File: config.mk
export PLATFORM = sky130hd
export DESIGN_NAME = wb_nor_controller
export DESIGN_NICKNAME = d
export VERILOG_FILES = /design/src/rtl/nor_cmd_pkg.sv /design/src/rtl/nor_bus_pkg.sv /design/src/rtl/nor_cmd_table.sv /design/src/rtl/nor_req_latch.sv /design/src/rtl/nor_cycle_engine.sv /design/src/rtl/wb_nor_controller.sv
export VERILOG_INCLUDE_DIRS = /design/src /design/src/include
export SDC_FILE = /design/constraint.sdc
export NUM_CORES = 1
export LEC_CHECK = 0
export BUFFER_PORTS_ARGS = -buffer_cell sky130_fd_sc_hd__clkbuf_2
export CELL_PAD_IN_SITES_DETAIL_PLACEMENT = 1
export CELL_PAD_IN_SITES_GLOBAL_PLACEMENT = 1
export CORE_AREA = 5 5 106 108
export DETAILED_ROUTE_END_ITERATION = 12
export DIE_AREA = 0 0 111 113
export PLACE_DENSITY_LB_ADDON = 0.1
export SLEW_MARGIN = 25
export SYNTH_ARGS = -nofsm -noshare
export SYNTH_HDL_FRONTEND = slang
export SYNTH_SLANG_ARGS = --single-unit
File: constraint.sdc
create_clock -name wb_clk_i -period 3.6 [get_ports wb_clk_i]
set_input_delay 0.18 -clock wb_clk_i [delete_from_list [all_inputs] [get_ports wb_clk_i]]
set_output_delay 0.18 -clock wb_clk_i [all_outputs]
set_load 0.05 [all_outputs]
File: src/include/nor_defs_defs.svh
// nor flash sequencer widths and table sizes
// shared by the command set and bus side packages

`ifndef NOR_DEFS_DEFS_SVH
`define NOR_DEFS_DEFS_SVH

// opcode field in the upper request address bits
`define NOR_CMD_BITS 6

// flash word address below the opcode
`define NOR_ADDR_BITS 26

// flash data bus
`define NOR_DATA_BITS 16

// longest unlock sequence, erase commands
`define NOR_MAX_CYCLES 6

// enough to count up to NOR_MAX_CYCLES
`define NOR_IDX_BITS 3

// fixed unlock addresses only use the low bits
`define NOR_CONST_ADDR_BITS 12

`endif

File: src/rtl/nor_cmd_pkg.sv
// nor flash command set types
// opcodes and the fields of one command table entry

`include "nor_defs_defs.svh"

package nor_cmd_pkg;

    // opcode carried above the flash address in a request
    typedef enum logic [`NOR_CMD_BITS-1:0] {
        CMD_READ         = 6'd0,
        CMD_CFI_ENTER    = 6'd1,
        CMD_PROGRAM      = 6'd2,
        CMD_ERASE_SECTOR = 6'd3,
        CMD_ERASE_CHIP   = 6'd4,
        CMD_RESET        = 6'd5,
        CMD_WRITE_BUF    = 6'd6,
        CMD_PROG_BUF     = 6'd7,
        CMD_WRITE        = 6'd8
    } nor_cmd_e;

    // index of a bus cycle within one command, also used for counts
    typedef logic [`NOR_IDX_BITS-1:0] cycle_idx_t;

    // unlock address as stored in the table
    typedef logic [`NOR_CONST_ADDR_BITS-1:0] const_addr_t;

endpackage

File: src/rtl/nor_bus_pkg.sv
// nor flash bus side types
// address and data words plus the cycle engine states

`include "nor_defs_defs.svh"

package nor_bus_pkg;

    // flash word address on the master port
    typedef logic [`NOR_ADDR_BITS-1:0] nor_addr_t;

    // data word on both ports
    typedef logic [`NOR_DATA_BITS-1:0] nor_data_t;

    // slave request address, opcode on top of flash address
    typedef logic [`NOR_CMD_BITS+`NOR_ADDR_BITS-1:0] req_addr_t;

    // master side sequencing
    typedef enum logic [1:0] {
        SEQ_IDLE  = 2'd0,
        SEQ_ISSUE = 2'd1,
        SEQ_WAIT  = 2'd2
    } seq_state_e;

endpackage

File: src/rtl/nor_cmd_table.sv
// nor command table
// maps opcode and cycle index to cycle count and unlock address/data

`timescale 1ns/1ps

`include "nor_defs_defs.svh"

module nor_cmd_table
    import nor_cmd_pkg::*;
    import nor_bus_pkg::*;
(
    input  nor_cmd_e    cmd_i,
    input  cycle_idx_t  cycle_i,
    output cycle_idx_t  cycle_cnt_o,
    output const_addr_t const_addr_o,
    output nor_data_t   const_data_o,
    // 1 = take the caller's address for this cycle
    output logic        addr_sel_o,
    // 1 = take the caller's data for this cycle
    output logic        data_sel_o
);

    always_comb begin
        // unknown opcodes behave like a reset command
        cycle_cnt_o  = cycle_idx_t'(1);
        const_addr_o = '0;
        const_data_o = 16'h00F0;
        addr_sel_o   = 1'b0;
        data_sel_o   = 1'b0;

        case (cmd_i)
            // single cycle straight through
            CMD_READ, CMD_WRITE: begin
                const_data_o = '0;
                addr_sel_o   = 1'b1;
                data_sel_o   = 1'b1;
            end

            // cfi query entry
            CMD_CFI_ENTER: begin
                const_addr_o = 12'h055;
                const_data_o = 16'h0098;
            end

            // two unlock cycles, then program setup or buffer words
            CMD_PROGRAM, CMD_WRITE_BUF: begin
                cycle_cnt_o = cycle_idx_t'(4);
                case (cycle_i)
                    0: begin
                        const_addr_o = 12'h555;
                        const_data_o = 16'h00AA;
                    end
                    1: begin
                        const_addr_o = 12'h2AA;
                        const_data_o = 16'h0055;
                    end
                    2: begin
                        if (cmd_i == CMD_PROGRAM) begin
                            const_addr_o = 12'h555;
                            const_data_o = 16'h00A0;
                        end else begin
                            addr_sel_o = 1'b1;
                            data_sel_o = 1'b1;
                        end
                    end
                    default: begin
                        // last word comes from the caller
                        addr_sel_o = 1'b1;
                        data_sel_o = 1'b1;
                    end
                endcase
            end

            // erase setup is unlock, 80, unlock again, then the target
            CMD_ERASE_SECTOR, CMD_ERASE_CHIP: begin
                cycle_cnt_o = cycle_idx_t'(6);
                case (cycle_i)
                    0, 3: begin
                        const_addr_o = 12'h555;
                        const_data_o = 16'h00AA;
                    end
                    1, 4: begin
                        const_addr_o = 12'h2AA;
                        const_data_o = 16'h0055;
                    end
                    2: begin
                        const_addr_o = 12'h555;
                        const_data_o = 16'h0080;
                    end
                    default: begin
                        if (cmd_i == CMD_ERASE_SECTOR) begin
                            // sector address from the caller
                            addr_sel_o   = 1'b1;
                            const_data_o = 16'h0030;
                        end else begin
                            const_addr_o = 12'h555;
                            const_data_o = 16'h0010;
                        end
                    end
                endcase
            end

            // back to read array mode
            CMD_RESET: begin
                const_data_o = 16'h00F0;
            end

            // confirm buffer program at the sector address
            CMD_PROG_BUF: begin
                addr_sel_o   = 1'b1;
                const_data_o = 16'h0029;
            end

            default: begin
            end
        endcase
    end

endmodule

File: src/rtl/nor_req_latch.sv
// slave side request latch
// captures one request, holds stall until ack, forms abort

`timescale 1ns/1ps

`include "nor_defs_defs.svh"

module nor_req_latch
    import nor_cmd_pkg::*;
    import nor_bus_pkg::*;
(
    input  logic      wb_clk_i,
    input  logic      mod_reset,
    input  req_addr_t wbs_adr_i,
    input  nor_data_t wbs_dat_i,
    input  logic      wbs_stb_i,
    input  logic      wbs_cyc_i,
    input  logic      wbm_err_i,
    input  logic      done_i,
    input  nor_data_t rd_data_i,
    output logic      wbs_ack_o,
    output logic      wbs_stall_o,
    output logic      wbs_err_o,
    output nor_data_t wbs_dat_o,
    output logic      start_o,
    output logic      abort_o,
    output nor_cmd_e  cmd_o,
    output nor_addr_t addr_o,
    output nor_data_t data_o
);

    logic busy;
    logic accept;

    // downstream error goes straight back to the caller
    assign wbs_err_o = wbm_err_i;

    // reset, caller giving up, or flash error
    assign abort_o = mod_reset || !wbs_cyc_i || wbm_err_i;

    // one request in flight, stall until it is acked
    assign wbs_stall_o = busy;
    assign accept      = wbs_stb_i && !busy;

    always_ff @(posedge wb_clk_i) begin
        if (abort_o) begin
            busy      <= 1'b0;
            start_o   <= 1'b0;
            wbs_ack_o <= 1'b0;
        end else begin
            // start pulse lines up with the new payload
            start_o   <= accept;
            // ack follows the engine's done by one edge
            wbs_ack_o <= done_i;
            if (accept) begin
                busy <= 1'b1;
            end else if (done_i) begin
                busy <= 1'b0;
            end
        end
    end

    // payload, split into opcode and flash address
    always_ff @(posedge wb_clk_i) begin
        if (accept) begin
            cmd_o  <= nor_cmd_e'(wbs_adr_i[`NOR_ADDR_BITS +: `NOR_CMD_BITS]);
            addr_o <= wbs_adr_i[`NOR_ADDR_BITS-1:0];
            data_o <= wbs_dat_i;
        end
    end

    // read data is only meaningful for read commands
    always_ff @(posedge wb_clk_i) begin
        if (done_i && cmd_o == CMD_READ) begin
            wbs_dat_o <= rd_data_i;
        end
    end

    // the engine must never complete into a flash error
    a_ack_err_excl: assert property (@(posedge wb_clk_i) disable iff (mod_reset)
        !(wbs_ack_o && wbs_err_o))
        else $error("slave ack and err high together");

    // no new request while the previous one is still running
    a_start_idle: assert property (@(posedge wb_clk_i) disable iff (mod_reset)
        start_o |-> !$past(busy))
        else $error("start issued while busy");

endmodule

File: src/rtl/nor_cycle_engine.sv
// master side cycle engine
// issues the table's bus cycles one by one and reports completion

`timescale 1ns/1ps

`include "nor_defs_defs.svh"

module nor_cycle_engine
    import nor_cmd_pkg::*;
    import nor_bus_pkg::*;
(
    input  logic        wb_clk_i,
    // includes mod_reset
    input  logic        abort_i,
    input  logic        start_i,
    input  nor_cmd_e    cmd_i,
    input  nor_addr_t   addr_i,
    input  nor_data_t   data_i,
    input  cycle_idx_t  cycle_cnt_i,
    input  const_addr_t const_addr_i,
    input  nor_data_t   const_data_i,
    input  logic        addr_sel_i,
    input  logic        data_sel_i,
    input  logic        wbm_ack_i,
    input  logic        wbm_stall_i,
    input  nor_data_t   wbm_dat_i,
    output cycle_idx_t  cycle_o,
    output nor_addr_t   wbm_adr_o,
    output nor_data_t   wbm_dat_o,
    output logic        wbm_we_o,
    output logic        wbm_stb_o,
    output logic        wbm_cyc_o,
    output logic        done_o,
    output nor_data_t   rd_data_o
);

    seq_state_e state;
    cycle_idx_t cycle_next;
    logic       last_cycle;
    logic       final_ack;

    assign cycle_next = cycle_o + cycle_idx_t'(1);
    assign last_cycle = (cycle_next == cycle_cnt_i);
    assign final_ack  = (state == SEQ_WAIT) && wbm_ack_i && last_cycle;

    // table word or caller word, table addresses zero extended
    assign wbm_adr_o = addr_sel_i ? addr_i : nor_addr_t'(const_addr_i);
    assign wbm_dat_o = data_sel_i ? data_i : const_data_i;

    always_ff @(posedge wb_clk_i) begin
        if (abort_i) begin
            state     <= SEQ_IDLE;
            cycle_o   <= '0;
            wbm_cyc_o <= 1'b0;
            wbm_stb_o <= 1'b0;
            wbm_we_o  <= 1'b0;
            done_o    <= 1'b0;
        end else begin
            done_o <= 1'b0;
            case (state)
                SEQ_IDLE: begin
                    if (start_i) begin
                        cycle_o <= '0;
                        state   <= SEQ_ISSUE;
                    end
                end

                // wait out stall, then one strobe
                SEQ_ISSUE: begin
                    if (!wbm_stall_i) begin
                        wbm_cyc_o <= 1'b1;
                        wbm_stb_o <= 1'b1;
                        // only plain reads drive we low
                        wbm_we_o  <= (cmd_i != CMD_READ);
                        state     <= SEQ_WAIT;
                    end
                end

                SEQ_WAIT: begin
                    wbm_stb_o <= 1'b0;
                    wbm_we_o  <= 1'b0;
                    if (wbm_ack_i) begin
                        wbm_cyc_o <= 1'b0;
                        if (last_cycle) begin
                            done_o  <= 1'b1;
                            cycle_o <= '0;
                            state   <= SEQ_IDLE;
                        end else begin
                            cycle_o <= cycle_next;
                            state   <= SEQ_ISSUE;
                        end
                    end
                end

                default: begin
                    state <= SEQ_IDLE;
                end
            endcase
        end
    end

    // read data from the final ack, lands together with done
    always_ff @(posedge wb_clk_i) begin
        if (final_ack && cmd_i == CMD_READ) begin
            rd_data_o <= wbm_dat_i;
        end
    end

    // strobe only inside a bus cycle
    a_stb_in_cyc: assert property (@(posedge wb_clk_i) disable iff (abort_i)
        wbm_stb_o |-> wbm_cyc_o)
        else $error("master stb without cyc");

    // index against the table count for the latched opcode
    a_idx_range: assert property (@(posedge wb_clk_i) disable iff (abort_i)
        (state != SEQ_IDLE) |-> (cycle_o < cycle_cnt_i))
        else $error("cycle index %0d beyond count %0d", cycle_o, cycle_cnt_i);

endmodule

File: src/rtl/wb_nor_controller.sv
// wishbone nor flash controller top
// request latch, cycle engine and command table between slave and master ports

`timescale 1ns/1ps

`include "nor_defs_defs.svh"

module wb_nor_controller
    import nor_cmd_pkg::*;
    import nor_bus_pkg::*;
(
    input  logic      wb_clk_i,
    input  logic      mod_reset,

    // slave port, direction comes from the opcode so we is unused
    input  req_addr_t wbs_adr_i,
    input  nor_data_t wbs_dat_i,
    input  logic      wbs_we_i,
    input  logic      wbs_stb_i,
    input  logic      wbs_cyc_i,
    output logic      wbs_ack_o,
    output logic      wbs_err_o,
    output nor_data_t wbs_dat_o,
    output logic      wbs_stall_o,

    // master port toward the flash
    output nor_addr_t wbm_adr_o,
    output nor_data_t wbm_dat_o,
    output logic      wbm_we_o,
    output logic      wbm_stb_o,
    output logic      wbm_cyc_o,
    input  logic      wbm_ack_i,
    input  logic      wbm_err_i,
    input  nor_data_t wbm_dat_i,
    input  logic      wbm_stall_i
);

    // latch to engine
    logic        start;
    logic        abort;
    nor_cmd_e    cmd;
    nor_addr_t   addr;
    nor_data_t   data;

    // engine to latch
    logic        done;
    nor_data_t   rd_data;

    // engine and table
    cycle_idx_t  cycle;
    cycle_idx_t  cycle_cnt;
    const_addr_t const_addr;
    nor_data_t   const_data;
    logic        addr_sel;
    logic        data_sel;

    nor_req_latch u_req_latch (
        .wb_clk_i    (wb_clk_i),
        .mod_reset   (mod_reset),
        .wbs_adr_i   (wbs_adr_i),
        .wbs_dat_i   (wbs_dat_i),
        .wbs_stb_i   (wbs_stb_i),
        .wbs_cyc_i   (wbs_cyc_i),
        .wbm_err_i   (wbm_err_i),
        .done_i      (done),
        .rd_data_i   (rd_data),
        .wbs_ack_o   (wbs_ack_o),
        .wbs_stall_o (wbs_stall_o),
        .wbs_err_o   (wbs_err_o),
        .wbs_dat_o   (wbs_dat_o),
        .start_o     (start),
        .abort_o     (abort),
        .cmd_o       (cmd),
        .addr_o      (addr),
        .data_o      (data)
    );

    nor_cycle_engine u_cycle_engine (
        .wb_clk_i     (wb_clk_i),
        .abort_i      (abort),
        .start_i      (start),
        .cmd_i        (cmd),
        .addr_i       (addr),
        .data_i       (data),
        .cycle_cnt_i  (cycle_cnt),
        .const_addr_i (const_addr),
        .const_data_i (const_data),
        .addr_sel_i   (addr_sel),
        .data_sel_i   (data_sel),
        .wbm_ack_i    (wbm_ack_i),
        .wbm_stall_i  (wbm_stall_i),
        .wbm_dat_i    (wbm_dat_i),
        .cycle_o      (cycle),
        .wbm_adr_o    (wbm_adr_o),
        .wbm_dat_o    (wbm_dat_o),
        .wbm_we_o     (wbm_we_o),
        .wbm_stb_o    (wbm_stb_o),
        .wbm_cyc_o    (wbm_cyc_o),
        .done_o       (done),
        .rd_data_o    (rd_data)
    );

    nor_cmd_table u_cmd_table (
        .cmd_i        (cmd),
        .cycle_i      (cycle),
        .cycle_cnt_o  (cycle_cnt),
        .const_addr_o (const_addr),
        .const_data_o (const_data),
        .addr_sel_o   (addr_sel),
        .data_sel_o   (data_sel)
    );

endmodule

==> metrics.txt, run 1 <==
outcome finished, final reports clean; GRT Residual Overflow 0; type of element launching the critical path flop; number of max-cap violations 0; synth warn 0; predominant post-synthesis flop cell sky130_fd_sc_hd__edfxtp_1; delay of the slowest cell on the worst path 0.53 ns; kind of cell adding the most delay to the critical path simple AND/OR/NAND/NOR gates; Root Driver sky130_fd_sc_hd__clkbuf_8; number of nets in the layout 569; average size of a mapped cell 13.20 µm²; number of fillers in the final layout 1093; RSZ-0062 raised after global routing no; count of input and output buffers 134; H-tree levels 3; post-layout min period 3.045 ns; Worst Path Buf+Inv 3; total negative slack 0 ns; sequential cell area fraction in the yosys report 68.55%; total routing usage reported by global routing 17.93%; maximum clock path buffer count 2; count of routing violations after the opening detailed-route iteration 149; Clk pin slew, worst setup/hold paths 0.10 ns; most frequent cell on the critical path sky130_fd_sc_hd__a21oi_1; Tcrit/Tclk final 84.58%; Die ar. 0.01254 mm²; remaining number of nets flagged by the antenna check after routing 0; TritonCTS clock tree built; initial antenna violation count 2; CTS buffer count 9; final routed wirelength across all metal layers 11120 µm; DR DRC count 0; Gates resized, CTS repair 0; area of combinational cells with multiple inputs 0.001087 mm²; fraction of registers with async set or reset after synthesis 0%; Cells after Synth 292; Pre-antenna DRT Iters 6; critical path data required time 3.42 ns; horizontal die dimension 111 µm; net count after synthesis 369; worst hold path type input pin to flop; layout overhead on the synthesized area 42.52%; kind of critical path flop to primary output; non-filler instance count after layout 635; Power Dens Cells 386.6 mW/mm²; number of cells traversed by the worst hold path 3; cell leakage power 2.193 nW; Die Y 113 µm; fin. max-slew vios 0; starting density of the core 38.02%; Core ar. 0.01014 mm²; slowest cell on the critical path sky130_fd_sc_hd__dfxtp_1; Via-to-Cell Ratio 4.770; sinks on the clock net 92; Clock Skew 0.01638 ns; later-pin clock latency in the skew report 0.37 ns; fraction of final layout cells sized beyond drive strength 1 34.00%; unique cell type count in the Yosys netlist 54; hold buffers post-CTS 64; Least-Margin Pin Slew 0.8254 ns; half-perimeter wire length after detailed placement 7134 µm; R2R setup slack 1.09 ns; critical path arrival 2.86 ns; Levels on crit path 9; tightest slew margin relative to the limit 44.91%; Ports 136; count of placed standard cells including taps 553; global-route wire length before repair 17540 µm; Critical Path, Cell by Cell inv_1 > ha_1 > or3_1 > a21oi_1 > o21ai_2 > buf_4 > nor2_1 > a21oi_1 > clkbuf_2; via count of the first global-routing pass 3364; number of core rows 37; peak fanout along the critical path 28; pin count of the biggest net entering global routing 49; worst reg-to-reg path cell count 7; via count 3029; EDFF count, synth 80; total standard cell area after synthesis 0.003855 mm²; Post-CTS Setup Inserts 0; Final Hold Fails 0; final setup violation count 0; sequential cell area 0.002643 mm²; Max VDD drop 0.4563 mV; endpoint type of the worst setup path primary output; global placement routability congestion 0.7481; number of flip-flops and latches in the synthesized netlist 92; routed len/inst 17.51 µm; maximum frequency from static timing analysis 328.4 MHz
## Yosys cell counts, types with 2 or more instances
cell	n	area [µm²]
sky130_fd_sc_hd__dfxtp_1	12	240.2
sky130_fd_sc_hd__nor4_1	2	12.51
sky130_fd_sc_hd__mux2i_1	2	20.02
sky130_fd_sc_hd__o21ai_1	8	40.04
sky130_fd_sc_hd__o21ai_0	5	25.02
sky130_fd_sc_hd__o211ai_1	4	30.03
sky130_fd_sc_hd__nor3_1	2	10.01
sky130_fd_sc_hd__nor2_1	22	82.58
sky130_fd_sc_hd__a21oi_2	2	17.52
sky130_fd_sc_hd__buf_2	7	35.03
sky130_fd_sc_hd__and2_1	24	150.1
sky130_fd_sc_hd__buf_4	2	15.01
sky130_fd_sc_hd__ha_1	5	62.56
sky130_fd_sc_hd__or2_2	2	12.51
sky130_fd_sc_hd__or3_1	2	12.51
sky130_fd_sc_hd__a211oi_1	2	15.01
sky130_fd_sc_hd__nand3b_1	3	22.52
sky130_fd_sc_hd__o32a_1	2	20.02
sky130_fd_sc_hd__edfxtp_1	80	2402
sky130_fd_sc_hd__inv_1	16	60.06
sky130_fd_sc_hd__nand2b_1	5	31.28
sky130_fd_sc_hd__o21ai_2	2	17.52
sky130_fd_sc_hd__clkbuf_1	3	11.26
sky130_fd_sc_hd__a21oi_1	23	115.1
sky130_fd_sc_hd__o22a_1	3	26.28
sky130_fd_sc_hd__nor2b_1	8	50.05
sky130_fd_sc_hd__or3b_1	2	17.52
sky130_fd_sc_hd__nand2_1	16	60.06
## state kept, by name (all words and copies together) (netlist names), 2 cells and up
name                      flops
u_req_latch.cmd_o             6
u_req_latch.data_o           16
u_req_latch.addr_o           26
u_cycle_engine.rd_data_o     16
u_cycle_engine.state          2
u_req_latch.wbs_dat_o        16
u_cycle_engine.cycle_o        3
## worst min-delay path, cell delays in order
cell and delay [ns]:
sky130_fd_sc_hd__clkbuf_2 0.08, sky130_fd_sc_hd__nand2b_1 0.13, sky130_fd_sc_hd__nor2_1 0.06
## area by class of cell
class | count | area share, %
multi-input cells | 171 | 19.79
flip-flops and latches | 92 | 48.10
repair buffers | 201 | 24.28
inverters | 17 | 1.184
well taps | 136 | 3.097
diodes | 2 | 0.09110
clock inverters | 7 | 1.207
clock buffers | 9 | 2.255
## stage by stage
step / utilization, % / total power [mW] / instance area, µm² / hold slack (ns) / setup slack, ns
4_1_cts: 54.13 / 2.133 / 5488 / 0.1075 / 0.5521
5_1_grt: 54.19 / 2.218 / 5494 / 0.1365 / 0.3025
3_3_place_gp: 45.93 / 1.400 / 4657 / 0.3568 / 0.9835
2_1_floorplan: - / 1.336 / 3855 / 0.2789 / 0.9414
6_report: 54.19 / 2.124 / 5494 / 0.1227 / 0.5552
3_5_place_dp: 45.93 / 1.406 / 4657 / 0.3588 / 0.9734
## metal layers
metal  part of all wire (%)  GRT usage [%]
met4                    1.8          5.419
met1                     38          19.75
met3                    6.0          6.417
met2                     54          32.52
met5                      0              0
## where the power goes
group | switching (mW) | internal, mW | leakage (nW)
Clock | 0.413 | 0.269 | 0.0918
Combinational | 0.128 | 0.102 | 1.25
Sequential | 0.0183 | 1.19 | 0.852
Total | 0.560 | 1.56 | 2.19
## logic make-up (layout without fill, tap and decap cells)
family / count (synthesis) / in the layout / synth area share (%)
xor+xnor: 1 / 1 / 0.2272
flops: 92 / 92 / 68.55
compound gates: 65 / 65 / 11.46
fa+ha+maj: 5 / 5 / 1.623
simple gates: 97 / 97 / 14.09
buf+inv: 29 / 234 / 3.245
mux: 3 / 3 / 0.8114
other cells: 0 / 2 / 0
## placed cells by master (no fill, tap or decap), types with 8 or more instances in the layout
master / synthesis / layout
sky130_fd_sc_hd__clkbuf_2: 0 / 134
sky130_fd_sc_hd__dfxtp_1: 12 / 12
sky130_fd_sc_hd__inv_1: 16 / 15
sky130_fd_sc_hd__clkbuf_8: 0 / 9
sky130_fd_sc_hd__dlygate4sd3_1: 0 / 64
sky130_fd_sc_hd__and2_1: 24 / 24
sky130_fd_sc_hd__nand2_1: 16 / 16
sky130_fd_sc_hd__o21ai_1: 8 / 8
sky130_fd_sc_hd__edfxtp_1: 80 / 80
sky130_fd_sc_hd__nor2b_1: 8 / 8
sky130_fd_sc_hd__a21oi_1: 23 / 23
sky130_fd_sc_hd__nor2_1: 22 / 22
## worst paths after layout
path | end | from
max reg2reg | u_cycle_engine.rd_data_o[1]$_DFFE_PP_ | u_cycle_engine.cycle_o[2]$_SDFFE_PP0P_
min reg2reg | u_req_latch.wbs_dat_o[6]$_DFFE_PP_ | u_cycle_engine.rd_data_o[6]$_DFFE_PP_
min | u_req_latch.start_o$_SDFF_PP0_ | wbs_stb_i
max | wbm_adr_o[3] | u_cycle_engine.cycle_o[0]$_SDFFE_PP0P_
No activity file was read; power rests on OpenSTA's default activity.
==> run 2, diff against run 1 <==
--- a/config.mk
+++ b/config.mk
@@ -6,12 +6,13 @@
 export SDC_FILE = /design/constraint.sdc
 export NUM_CORES = 1
 export LEC_CHECK = 0
+export ABC_AREA = 1
 export BUFFER_PORTS_ARGS = -buffer_cell sky130_fd_sc_hd__clkbuf_2
 export CELL_PAD_IN_SITES_DETAIL_PLACEMENT = 1
 export CELL_PAD_IN_SITES_GLOBAL_PLACEMENT = 1
-export CORE_AREA = 5 5 106 108
+export CORE_AREA = 5 5 113 115
 export DETAILED_ROUTE_END_ITERATION = 12
-export DIE_AREA = 0 0 111 113
+export DIE_AREA = 0 0 118 120
 export PLACE_DENSITY_LB_ADDON = 0.1
 export SLEW_MARGIN = 25
 export SYNTH_ARGS = -nofsm -noshare
==> constraint.sdc (replaced) <==
create_clock -name wb_clk_i -period 2.7 [get_ports wb_clk_i]
set_input_delay 0.135 -clock wb_clk_i [delete_from_list [all_inputs] [get_ports wb_clk_i]]
set_output_delay 0.135 -clock wb_clk_i [all_outputs]
set_load 0.05 [all_outputs]
==> run 2 against run 1 <==
  * Critical endpoint is now wbm_adr_o[2]
  * Register-to-register slack worse by 0.49 ns
  * Sequential cell count unchanged
  * Highest routed layer unchanged
  * First-iteration DRC count shrank 28%
==> metrics.txt, run 2 <==
number of max-cap violations 0 (unchanged); total standard cell area after synthesis 0.003890 mm² (+0.91%); worst reg-to-reg path cell count 9 (+2); Core ar. 0.01171 mm² (+16%); later-pin clock latency in the skew report 0.34 ns (-0.03 ns); Root Driver sky130_fd_sc_hd__clkbuf_16; library cell with the highest instance count after synthesis sky130_fd_sc_hd__edfxtp_1; delay of the slowest cell on the worst path 0.39 ns (-0.14 ns); Pre-antenna DRT Iters 4 (-2); Top reg by flops u_req_latch.addr_o; number of flip-flops and latches in the synthesized netlist 92 (unchanged); reg2reg end u_cycle_engine.rd_data_o[4]$_DFFE_PP_; remaining number of nets flagged by the antenna check after routing 0 (unchanged); Worst Setup Slack, final 0.2375 ns (-0.3177 ns); Clock power frac 39.0% (+6.9 points); most frequent cell on the critical path sky130_fd_sc_hd__nand2_1; slowest cell on the critical path sky130_fd_sc_hd__dfxtp_2; R2R setup slack 0.60 ns (-0.49 ns); sinks on the clock net 92 (unchanged); Cells after Synth 333 (+14%); fin. max-slew vios 0 (unchanged); non-filler instance count after layout 693 (+9.1%); Max VDD drop 0.3382 mV (-26%); maximum clock path buffer count 2 (unchanged); number of flip-flops under the largest register name 26 (unchanged); n_diodes 0 (-2); horizontal die dimension 118 µm (+6.3%); global placement routability congestion 0.7615 (+1.8%); via count 3074 (+1.5%); count of input and output buffers 134 (unchanged); endpoint type of the worst setup path primary output; DR DRC count 0 (unchanged); count of placed standard cells including taps 613 (+11%); Clk pin slew, worst setup/hold paths 0.07 ns (-0.03 ns); fraction of final layout cells sized beyond drive strength 1 34.80% (+0.79 points); Least-Margin Pin Slew 0.6618 ns (-0.1637 ns); routed len/inst 14.65 µm (-16%); number of core rows 40 (+8.1%); predominant post-synthesis flop cell sky130_fd_sc_hd__edfxtp_1; GRT Residual Overflow 0 (unchanged); cell type with the highest aggregate area in the netlist sky130_fd_sc_hd__edfxtp_1; kind of cell adding the most delay to the critical path simple AND/OR/NAND/NOR gates; post-layout min period 2.463 ns; number of nets in the layout 618 (+8.6%); critical path arrival 2.33 ns (-0.53 ns); starting density of the core 33.22% (-4.8 points); cell leakage power 2.592 nW (+18%); outcome finished, final reports clean; critical path data required time 2.57 ns (-0.85 ns); unique cell type count in the Yosys netlist 30 (-44%); Worst Path Buf+Inv 4 (+1); commonest non-fill, non-tap cell in the layout sky130_fd_sc_hd__clkbuf_2; Final Hold Fails 0 (unchanged); EDFF count, synth 80 (unchanged); via count of the first global-routing pass 3244 (-3.6%); Min Hold Slack 0.07637 ns (-0.04637 ns); CTS buffer count 9 (unchanged); post-route total power 3.155 mW (+49%); launch instance of the worst min-delay path wbm_stall_i; Tcrit/Tclk final 91.20%; Die Y 120 µm (+6.2%); initial antenna violation count 0 (-2); maximum frequency from static timing analysis 406.1 MHz; sequential cell area fraction in the yosys report 67.93% (-0.62 points); total negative slack 0 ns (unchanged); net count after synthesis 410 (+11%); end point of the worst hold path u_cycle_engine.state[0]$_SDFFE_PP0P_; kind of critical path flop to primary output; Via-to-Cell Ratio 4.436 (-7.0%); peak fanout along the critical path 18 (-36%); total routing usage reported by global routing 14.68% (-3.3 points); Post-CTS Setup Inserts 0 (unchanged); worst setup slack before clock tree synthesis 0.3790 ns (-0.5944 ns); final routed wirelength across all metal layers 10150 µm (-8.7%); start of the worst register-to-register path u_cycle_engine.cycle_o[0]$_SDFFE_PP0P_; area post-placement 0.004731 mm² (+1.6%); Clock Skew 0.006193 ns (-0.01019 ns); TritonCTS clock tree built; layout overhead on the synthesized area 45.96%; RSZ-0062 raised after global routing no; count of routing violations after the opening detailed-route iteration 108 (-28%); H-tree levels 3 (unchanged); top cell types by occurrence after synthesis sky130_fd_sc_hd__edfxtp_1 (80), sky130_fd_sc_hd__nand2_1 (67), sky130_fd_sc_hd__inv_1 (46), sky130_fd_sc_hd__nor2_1 (36), sky130_fd_sc_hd__nand3_1 (23); Power Dens Cells 555.6 mW/mm² (+44%); average size of a mapped cell 11.68 µm² (-12%); final std cell area, no fill 0.005678 mm² (+3.3%); cells taking the most area after synthesis sky130_fd_sc_hd__edfxtp_1 (62%), sky130_fd_sc_hd__nand2_1 (6.5%), sky130_fd_sc_hd__dfxtp_1 (6.2%); switching power total 779.8 µW (+39%); CP startpoint u_cycle_engine.cycle_o[0]$_SDFFE_PP0P_; Ports 136 (unchanged); final setup violation count 0 (unchanged); most frequent cells in the layout sky130_fd_sc_hd__clkbuf_2 (133), sky130_fd_sc_hd__edfxtp_1 (80), sky130_fd_sc_hd__nand2_1 (67), sky130_fd_sc_hd__dlygate4sd3_1 (64), sky130_fd_sc_hd__inv_1 (45); tightest slew margin relative to the limit 55.54% (+11 points); type of element launching the critical path flop; Critical Path, Cell by Cell inv_1 > ha_1 > nand2_1 > inv_1 > nand2_2 > o211ai_2 > nand2_4 > nand2_4 > clkinv_8 > nand2_1 > nand2_1 > buf_2; pin count of the biggest net entering global routing 26 (-47%); number of cells traversed by the worst hold path 3 (unchanged); Die ar. 0.01416 mm² (+13%); global-route wire length before repair 16420 µm (-6.4%); Post-Route Utilization 48.48% (-5.7 points); internal power 2.375 mW (+52%); sequential share of power 50.9% (-6.1 points); fraction of registers with async set or reset after synthesis 0% (unchanged); switch share 24.72% (-1.6 points); share of the synthesized area in the top cell type 61.76% (-0.56 points); synth warn 0 (unchanged); half-perimeter wire length after detailed placement 7032 µm (-1.4%); Combinational Power Share 10.1% (-0.7 points); worst hold path type input pin to flop
[run 2: cell count changes after synthesis, sizes merged, moves of 4 or more]
cell / before / now
buf: 9 / 4
nor2: 22 / 49
and2: 24 / 1
nand4: 0 / 4
a21oi: 25 / 7
nand2: 16 / 79
inv: 17 / 50
nand2b: 5 / 0
o21ai: 15 / 8
nand3: 1 / 24
nor2b: 8 / 0
[run 2: cells by family after synthesis]
kind of cell / share of synthesized area [%]
flip-flops: 67.93
AND/OR/NAND/NOR: 20.55
adder cells (fa/ha/maj): 1.608
buffers and inverters: 6.594
AO/OA/AOI/OAI: 3.313
[run 2: cell type report]
cell class	count	area, µm²
fillers	1303	6033
flip-flops and latches	92	2644
repair buffers	201	1346
multi-input cells	186	996.0
clock buffers	9	225.2
inverters	51	210.2
well taps	147	183.9
clock inverters	7	72.57
[run 2: timing repair]
item,in CTS,in global routing
hold endpoints to repair,64,0
hold buffers,64,0
gates resized for setup,1,5
endpoints found under the setup margin,4,17
pin swaps,0,0
[run 2: worst max path at each step]
stage / end / slack [ns] / cells after the start
2_1_floorplan: wbm_dat_o[1] / 0.27 / 9
3_3_place_gp: wbm_adr_o[0] / 0.43 / 12
3_5_place_dp: wbm_adr_o[6] / 0.38 / 12
4_1_cts: wbm_adr_o[6] / 0.05 / 12
5_1_grt: wbm_adr_o[2] / 0.02 / 12
6_report: wbm_adr_o[2] / 0.24 / 12
[run 2: power groups by stage]
stage,Clock [mW],Sequential [mW],Combinational [mW]
after floorplan,0,1.64,0.150
after global placement,0,1.64,0.237
after detailed placement,0,1.64,0.242
after CTS,1.27,1.61,0.319
after global routing,1.33,1.61,0.345
final,1.23,1.61,0.318
[run 2: worst min-delay path: stages]
cell and delay (ns):
sky130_fd_sc_hd__clkbuf_2 0.09, sky130_fd_sc_hd__nand3_1 0.08, sky130_fd_sc_hd__a21oi_1 0.06
[run 2: routing by layer]
metal  up-vias  global-route usage [%]  part of all wire, %
li1       1520                       -                    -
met1      1445                   16.54                   40
met2        97                   25.14                   51
met3        12                   5.278                  7.4
met4         0                   6.237                  1.8
met5         -                       0                    0
